$ cat src/verilog/simd_alu_params.svh
/*
 * Operand width and lane geometry of the packed-SIMD ALU.
 * Included by the package, the datapath units and the testbench.
 */
`ifndef SIMD_ALU_PARAMS_SVH
`define SIMD_ALU_PARAMS_SVH

`default_nettype none

// Operand and lane sizes
`define SIMD_XLEN      32
`define SIMD_BYTE_W    8
`define SIMD_HALF_W    16
`define SIMD_NUM_BYTES 4

`default_nettype wire

`endif
$ cat src/verilog/simd_alu_pkg.sv
/*
 * Types shared across the SIMD ALU: opcodes, decoded control fields
 * and the operand bundle. Imported by the datapath and the testbench.
 */
`include "simd_alu_params.svh"

`default_nettype none

package simd_alu_pkg;

  // One entry per supported instruction
  typedef enum logic [6:0] {
    ADD8, ADD16, SUB8, SUB16,
    RADD8, RADD16, URADD8, URADD16, KADD8, KADD16, UKADD8, UKADD16,
    RSUB8, RSUB16, URSUB8, URSUB16, KSUB8, KSUB16, UKSUB8, UKSUB16,
    CRAS16, CRSA16, STAS16, STSA16,
    CMPEQ8, CMPEQ16, SCMPLT8, SCMPLT16, SCMPLE8, SCMPLE16,
    UCMPLT8, UCMPLT16, UCMPLE8, UCMPLE16,
    SMIN8, SMIN16, SMAX8, SMAX16, UMIN8, UMIN16, UMAX8, UMAX16,
    SRA8, SRA16, SRL8, SRL16, SLL8, SLL16,
    CLZ8, CLZ16, CLRS8, CLRS16, CLRS32,
    SUNPKD810, SUNPKD820, SUNPKD830, SUNPKD831, SUNPKD832,
    ZUNPKD810, ZUNPKD820, ZUNPKD830, ZUNPKD831, ZUNPKD832,
    PKBB16, PKBT16, PKTB16, PKTT16,
    INSB0, INSB1, INSB2, INSB3
  } simd_op_e;

  typedef enum logic [1:0] {W8, W16, W32} lane_width_e;

  typedef enum logic [1:0] {WRAP, HALVE, SAT} add_mode_e;

  typedef enum logic [2:0] {EQ, LT, LE, MIN, MAX} cmp_mode_e;

  typedef enum logic [1:0] {SHL, SHR_LOG, SHR_ARITH} shift_mode_e;

  typedef enum logic [2:0] {
    RES_ADD, RES_CMP, RES_SHIFT, RES_COUNT, RES_PERM
  } result_sel_e;

  // rd only matters for insert byte
  typedef struct packed {
    logic [`SIMD_XLEN-1:0] a;
    logic [`SIMD_XLEN-1:0] b;
    logic [`SIMD_XLEN-1:0] rd;
  } simd_operands_t;

  typedef struct packed {
    lane_width_e width;
    logic        signed_ops;
    logic        sub_lo;     // lower halfword subtracts
    logic        sub_hi;     // upper halfword subtracts
    logic        crossed;
    add_mode_e   add_mode;
    cmp_mode_e   cmp_mode;
    shift_mode_e shift_mode;
    logic        count_sign;
    result_sel_e result_sel;
  } simd_ctrl_t;

endpackage

`default_nettype wire

$ cat src/verilog/simd_bit_count.sv
/*
 * Leading-zero and leading-redundant-sign counter for 8, 16 and
 * 32 bit lanes. A run mask is summed by a layered adder tree.
 */
`include "simd_alu_params.svh"

`default_nettype none

module simd_bit_count (
  input  simd_alu_pkg::simd_ctrl_t     ctrl_i,
  input  simd_alu_pkg::simd_operands_t operands_i,
  output logic [`SIMD_XLEN-1:0]        count_o
);
  import simd_alu_pkg::*;

  localparam int XLEN = `SIMD_XLEN;
  localparam int BW   = `SIMD_BYTE_W;
  localparam int HW   = `SIMD_HALF_W;
  localparam int NB   = `SIMD_NUM_BYTES;

  logic [XLEN-1:0]          run;
  logic [XLEN/2-1:0][1:0]   l1;
  logic [XLEN/4-1:0][2:0]   l2;
  logic [NB-1:0][3:0]       l3;     // byte counts
  logic [NB/2-1:0][4:0]     l4;     // halfword counts
  logic [5:0]               l5;     // word count

  // Leading-run mask, scanned from each lane's MSB down
  always_comb begin
    logic alive;
    logic sign;
    logic lane_top;
    alive = 1'b0;
    sign  = 1'b0;
    for (int i = XLEN - 1; i >= 0; i--) begin
      unique case (ctrl_i.width)
        W32:     lane_top = (i == XLEN - 1);
        W16:     lane_top = (i % HW == HW - 1);
        default: lane_top = (i % BW == BW - 1);
      endcase
      if (lane_top) begin
        alive = 1'b1;
        sign  = operands_i.a[i];
      end
      // Sign count works on the inverted operand of negative lanes
      alive  = alive & ~(operands_i.a[i] ^ (ctrl_i.count_sign & sign));
      // the sign bit itself is not counted
      run[i] = alive & ~(ctrl_i.count_sign & lane_top);
    end
  end

  //////////////////////////////////////////////////////////////////////
  // Adder tree
  //////////////////////////////////////////////////////////////////////

  for (genvar g = 0; g < XLEN / 2; g++) begin : gen_l1
    assign l1[g] = {1'b0, run[2*g]} + {1'b0, run[2*g+1]};
  end

  for (genvar g = 0; g < XLEN / 4; g++) begin : gen_l2
    assign l2[g] = {1'b0, l1[2*g]} + {1'b0, l1[2*g+1]};
  end

  for (genvar g = 0; g < NB; g++) begin : gen_l3
    assign l3[g] = {1'b0, l2[2*g]} + {1'b0, l2[2*g+1]};
  end

  for (genvar g = 0; g < NB / 2; g++) begin : gen_l4
    assign l4[g] = {1'b0, l3[2*g]} + {1'b0, l3[2*g+1]};
  end

  assign l5 = {1'b0, l4[0]} + {1'b0, l4[1]};

  // Zero-extend each count into its lane
  always_comb begin
    unique case (ctrl_i.width)
      W32: count_o = {{(XLEN-6){1'b0}}, l5};
      W16: count_o = {{(HW-5){1'b0}}, l4[1], {(HW-5){1'b0}}, l4[0]};
      default: begin
        for (int k = 0; k < NB; k++) begin
          count_o[BW*k +: BW] = {{(BW-4){1'b0}}, l3[k]};
        end
      end
    endcase
  end

endmodule

`default_nettype wire

$ cat config.mk
export PLATFORM = sky130hd
export DESIGN_NAME = simd_bit_count
export DESIGN_NICKNAME = d
export VERILOG_FILES = /design/src/verilog/simd_alu_pkg.sv /design/src/verilog/simd_bit_count.sv
export VERILOG_INCLUDE_DIRS = /design/src /design/src/verilog
export SDC_FILE = /design/constraint.sdc
export NUM_CORES = 1
export LEC_CHECK = 0
export BUFFER_PORTS_ARGS = -buffer_cell sky130_fd_sc_hd__buf_2
export CAP_MARGIN = 20
export CELL_PAD_IN_SITES_DETAIL_PLACEMENT = 1
export CELL_PAD_IN_SITES_GLOBAL_PLACEMENT = 1
export CORE_MARGIN = 3
export CORE_UTILIZATION = 31
export DETAILED_ROUTE_END_ITERATION = 8
export GPL_TIMING_DRIVEN = 0
export PLACE_DENSITY_LB_ADDON = 0.08
export SETUP_SLACK_MARGIN = 0.3
export SKIP_LAST_GASP = 1
export SYNTH_ARGS = -nofsm -noshare
export SYNTH_HDL_FRONTEND = slang
export SYNTH_SLANG_ARGS = --single-unit
export TNS_END_PERCENT = 5
$ cat constraint.sdc
create_clock -name vclk -period 8.3
set_clock_uncertainty 0.2 [all_clocks]
set_input_delay 0.83 -clock vclk [all_inputs]
set_output_delay 0.83 -clock vclk [all_outputs]
set_load 0.01 [all_outputs]
==> results of run 1 <==
==> worst max path at each step <==
stage	startpoint	end	cells past startpoint
after floorplan	ctrl_i[15]	count_o[4]	26
after global placement	ctrl_i[15]	count_o[4]	28
after detailed placement	ctrl_i[15]	count_o[4]	28
after CTS	ctrl_i[15]	count_o[4]	28
after global routing	ctrl_i[15]	count_o[3]	27
final	ctrl_i[15]	count_o[3]	27
==> metrics by stage <==
step / hold slack (ns) / util / area [um^2] / std cells
6_report: 2.147 / 0.4202 / 2918 / 468
5_1_grt: 2.203 / 0.4202 / 2918 / 468
4_1_cts: 2.154 / 0.3935 / 2733 / 456
3_5_place_dp: 2.153 / 0.3896 / 2705 / 456
3_3_place_gp: 2.158 / 0.3896 / 2705 / 456
2_1_floorplan: 1.853 / - / 2320 / 307
==> critical path, delay by kind of cell <==
family                   cells  cell delay (ns)
buffers and inverters        8             0.68
XOR/XNOR                     1             0.16
AO/OA/AOI/OAI                6             1.08
adder cells (fa/ha/maj)      8             3.07
multiplexers                 2             0.65
AND/OR/NAND/NOR              2             0.23
==> cell usage after synthesis, types with 4 or more instances <==
| library cell | count |
|---|---|
| buf_4 | 13 |
| xnor2_1 | 13 |
| xor2_1 | 9 |
| a21oi_1 | 16 |
| and2_1 | 12 |
| nand2b_1 | 6 |
| fa_1 | 15 |
| nand3_1 | 8 |
| ha_1 | 31 |
| a22oi_1 | 4 |
| nor2b_1 | 6 |
| nand2_1 | 19 |
| o21ai_0 | 9 |
| a21o_1 | 12 |
| clkbuf_1 | 5 |
| nor2_1 | 16 |
| inv_1 | 31 |
| nor3_1 | 11 |
==> area by class of cell <==
class	count	area, um^2
plain buffers	22	148.9
well taps	96	120.1
fillers	896	4026
inverters	31	120.1
multi-input cells	254	2170
repair buffers	65	359.1
==> per-layer routing <==
| layer | track usage | up-vias |
|---|---|---|
| met2 | 0.2404 | 44 |
| met4 | 0.006281 | 0 |
| met5 | 0 | - |
| met3 | 0.005742 | 0 |
| met1 | 0.2080 | 1058 |
| li1 | - | 1152 |
==> where the power goes <==
group          leakage [nW]  internal, W  switching [W]
combinational          1.57    0.0000941       0.000116
clock                     0            0              0
sequential                0            0              0
total                  1.57    0.0000941       0.000116
==> placed cells by master, fill, tap and decap left out, drive strengths merged, types with 13 or more instances in the layout <==
master	netlist	layout
buf	17	82
fa	15	15
inv	31	30
ha	31	31
conb	1	13
nand2	19	19
xnor2	13	13
nor2	17	17
a21oi	17	17
==> cell families after synthesis <==
family	after synthesis	share of synthesized area
buffers and inverters	53	0.1166
XOR/XNOR	22	0.08471
AO/OA/AOI/OAI	69	0.2244
other	1	0.001649
AND/OR/NAND/NOR	95	0.2228
adder cells (fa/ha/maj)	46	0.3025
multiplexers	9	0.04730
==> timing repair <==
item,4_1_cts,5_1_grt
setup endpoints to repair,5,5
hold buffers,0,0
pin swaps,0,21
resized for setup,5,24
buffers inserted,0,12
==> metrics.md, run 1 <==
| Metric | Value |
|---|---|
| CP required | `~7.3 ns` |
| Register area | `0 um^2` |
| Tot Pwr | `approximately 0.00021 W` |
| Max stage delay on crit path | `between 0.5 and 0.6 ns` |
| Hold depth | `5` |
| Global placement routability congestion | `~0.79` |
| Total track usage | `0.1416` |
| Fmax | `roughly 130 MHz` |
| Fin crit period | `roughly 7.7 ns` |
| Crit share post-route | `0.9320` |
| Setup-violating endpoint count in the final report | `0` |
| Synth Warn # | `0` |
| Slowest cell on crit path | `fa_1` |
| TritonRoute pass-1 iters | `4` |
| Die ar. | `roughly 8400 um^2` |
| Worst Tran Pin Value | `~0.50 ns` |
| Crit. End Element | `output pin` |
| First-pass GRT wire length | `10.32 mm` |
| Initial drt markers | `32` |
| DRC errors left | `0` |
| Critical path class | `in2out` |
| Max Cap Violations | `0` |
| Yosys cell types | `52` |
| Grt total ovfl | `0` |
| Syn avg cell area | `7.711 um^2` |
| Status | `completed` |
| Io pins | `roughly 150` |
| Min-Delay Path Class | `in2out` |
| Cell Pwr Density | `71.96 nW/um^2` |
| Min-Delay Endpoint | `count_o[3]` |
| Antenna cells | `0` |
| Final worst setup slack | `around 0.56 ns` |
| Total via count in the routed design | `approximately 2300` |
| Wire length on met3 | `~230 um` |
| HP Start | `ctrl_i[15]` |
| Routed Antenna Nets | `0` |
| Yosys top cell by area | `ha_1` |
| Slew Viols, Final | `0` |
| Highest metal used | `met3` |
| Leakage | `around 1.6 nW` |
| Largest cells by area after synthesis | `ha_1 17%, fa_1 13%, inv_1 5.1%` |
| Layout cells sized above 1 | `0.3253` |
| Nets@finish | `around 530` |
| Rel. slew slack | `0.6636` |
| Largest net degree at the start of global routing | `11` |
| Layout Area Growth over Synthesis | `28.27%` |
| Antenna violations before repair | `0` |
| Die height | `91.66 um` |
| Synth top area share | `0.1705` |
| DR vias/cell | `about 4.8` |
| Rows | `30` |
| Startpoint Class | `primary input` |
| Initial Util | `0.3276` |
| Met2 routed WL | `2.929 mm` |
| Core footprint | `about 6900 um^2` |
| Vias in the first global route | `~2200` |
| Final HPWL DP | `5.329 mm` |
| Worst-path maximum fanout | `7` |
| Die W | `approximately 92 um` |
| Final wirelength | `around 6.3 mm` |
| Post-Syn Area | `2275 um^2` |
| Routed len/inst | `13.43 um` |
| Dpl ws | `0.08458 ns` |
| Sequential share of the synthesized area | `0` |
| Layout sequential cell count | `0` |
| Met1 WL | `between 3 and 4 mm` |
| Number of clock buffers in the layout | `0` |
| # port buffers | `53` |
| Post-Synthesis Cells | `~300` |
| RSZ-0062 raised after global routing | `yes` |
| Final-report hold violation count | `0` |
| Worst EP arrival | `6.71 ns` |
| Max VDD drop | `~0.023 mV` |
| Setup_tns | `0 ns` |
Power figures use the tool's default switching activity.
==> run 2: changes to the inputs <==
--- a/config.mk
+++ b/config.mk
@@ -10,7 +10,7 @@
 export CAP_MARGIN = 20
 export CELL_PAD_IN_SITES_DETAIL_PLACEMENT = 1
 export CELL_PAD_IN_SITES_GLOBAL_PLACEMENT = 1
-export CORE_MARGIN = 3
+export CORE_MARGIN = 2
 export CORE_UTILIZATION = 31
 export DETAILED_ROUTE_END_ITERATION = 8
 export GPL_TIMING_DRIVEN = 0
==> run 2 against run 1 <==
Compared with the run above:
- design area down 1.2%
- critical path depth increased by 2
- worst hold slack gained 0.0079 ns
- sequential share of layout area unchanged
- maximum frequency increased by 1.3%
- global-route usage increased by 0.69 points
- highest routed layer unchanged
==> metrics.md, run 2 (synthesis results as in run 1) <==
| Metric | Value |
|---|---|
| Grt total ovfl | `0 (unchanged)` |
| Worst Tran Pin Value | `0.5174 ns (+0.01281 ns)` |
| First-pass GRT wire length | `9.853 mm (-4.5%)` |
| Initial Util | `0.3170 (-0.01057)` |
| Rel. slew slack | `0.6551 (-0.008541)` |
| Min-Delay Endpoint | `count_o[3]` |
| Crit share post-route | `0.9198 (-0.01215)` |
| Status | `completed` |
| Number of clock buffers in the layout | `0 (unchanged)` |
| Final wirelength | `5.922 mm (-5.7%)` |
| DRC errors left | `0 (unchanged)` |
| Register area | `0 um^2 (unchanged)` |
| Layout Area Growth over Synthesis | `26.68%` |
| Commonest non-fill, non-tap cell in the layout | `buf_2` |
| Hold depth | `5 (unchanged)` |
| FILL cells | `923 (+3.0%)` |
| Leakage | `1.537 nW (-1.9%)` |
| RSZ-0062 raised after global routing | `no` |
| Core footprint | `7176 um^2 (+3.3%)` |
| # port buffers | `53 (unchanged)` |
| Largest net degree at the start of global routing | `11 (unchanged)` |
| Vias in the first global route | `2113 (-5.2%)` |
| Worst-path maximum fanout | `7 (unchanged)` |
| Worst EP arrival | `6.60 ns (-0.11 ns)` |
| Final-report hold violation count | `0 (unchanged)` |
| Routed len/inst | `12.71 um (-5.3%)` |
| Total track usage | `0.1485 (+0.006915)` |
| Slew Viols, Final | `0 (unchanged)` |
| Die height | `89.66 um (-2.2%)` |
| Max VDD drop | `0.02560 mV (+12%)` |
| TritonRoute pass-1 iters | `5 (+1)` |
| Nets@finish | `528 (-0.94%)` |
| Design Area, Final | `2882 um^2 (-1.2%)` |
| Critical path class | `in2out` |
| Max stage delay on crit path | `0.46 ns (-0.13 ns)` |
| Global placement routability congestion | `0.7698 (-2.5%)` |
| Non-filler cells, final | `466 (-0.43%)` |
| Crit. End Element | `output pin` |
| Final HPWL DP | `5.272 mm (-1.1%)` |
| CP required | `7.27 ns (about the same)` |
| Max Cap Violations | `0 (unchanged)` |
| Fin crit period | `7.635 ns (-0.1008 ns)` |
| Antenna violations before repair | `0 (unchanged)` |
| CP top delay family | `adder cells` |
| Routed Antenna Nets | `0 (unchanged)` |
| Die ar. | `8039 um^2 (-4.3%)` |
| Area after DPL | `2709 um^2 (+0.14%)` |
| Antenna cells | `0 (unchanged)` |
| Crit path buffers/inverters | `7 (-1)` |
| Fmax | `131.0 MHz (+1.3%)` |
| Setup-violating endpoint count in the final report | `0 (unchanged)` |
| Total via count in the routed design | `2191 (-2.8%)` |
| HP Start | `ctrl_i[15]` |
| Most frequent cells in the layout | `55 x buf_2, 30 x inv_1, 29 x ha_1` |
| Setup_tns | `0 ns (unchanged)` |
| Layout cells sized above 1 | `0.3215 (-0.003743)` |
| Cells after DPL | `459 (+0.66%)` |
| Slowest cell on crit path | `fa_1` |
| Startpoint Class | `primary input` |
| Io pins | `145 (unchanged)` |
| Cell Pwr Density | `70.40 nW/um^2 (-2.2%)` |
| Rows | `31 (+3.3%)` |
| Die W | `89.66 um (-2.2%)` |
| DR vias/cell | `4.702 (-2.4%)` |
| Initial drt markers | `28 (-13%)` |
| Min-Delay Path Class | `in2out` |
| Layout sequential cell count | `0 (unchanged)` |
==> run 2: cell types whose count changed in the layout (fill, tap and decap cells not counted), sizes merged <==
cell,before,now
buf,82,77
clkinvlp,1,0
inv,30,31
==> run 2: area by class of cell <==
class	count	area, um^2	share of cell area
Buffer	22	148.9	0.05167
Inverter	31	116.4	0.04038
Multi-Input combinational cell	254	2175	0.7547
Tap cell	99	123.9	0.04299
Timing Repair Buffer	60	317.8	0.1103
==> run 2: worst max-delay path by stage <==
stage                    start         end  slack, ns  depth (start not counted)
finish              ctrl_i[15]  count_o[4]       0.67                         29
global placement    ctrl_i[15]  count_o[4]       0.15                         28
CTS                 ctrl_i[15]  count_o[4]       0.32                         28
global route        ctrl_i[15]  count_o[4]       0.28                         29
detailed placement  ctrl_i[15]  count_o[4]       0.10                         28
floorplan           ctrl_i[15]  count_o[4]       0.96                         26
==> run 2: metal layers <==
metal | track usage | routed length [um] | vias up
met3 | 0 | 159 | 0
met5 | 0 | 0 | -
met1 | 0.2261 | 3086 | 1004
met4 | 0 | 0 | 0
li1 | - | - | 1142
met2 | 0.2513 | 2676 | 45
==> run 2: tightest hold or removal path: stages <==
cell	delay [ns]
buf_2	0.12
ha_1	0.28
nand2_1	0.09
a2bb2oi_1	0.07
buf_2	0.14
==> run 2: timing repair <==
action	in CTS	in global routing
setup buffers	0	7
resized for setup	5	21
endpoints found under the setup margin	5	5
pin swaps	0	15
hold buffers	0	0
==> run 2: power by group <==
group | switching, W | internal (W) | total [W]
combinational | 0.000113 | 0.0000902 | 0.000203
clock | 0 | 0 | 0
sequential | 0 | 0 | 0
total | 0.000113 | 0.0000902 | 0.000203
==> run 2: per-stage QoR <==
stage / setup WS, ns / util / power (W) / hold slack (ns)
finish: 0.6653 / 0.4016 / 0.0002028 / 2.155
global route: 0.2836 / 0.4016 / 0.0002322 / 2.209
CTS: 0.3243 / 0.3815 / 0.0001968 / 2.162
detailed placement: 0.1002 / 0.3775 / 0.0001943 / 2.160
global placement: 0.1460 / 0.3775 / 0.0001882 / 2.163
floorplan: 0.9588 / - / 0.0001353 / 1.853
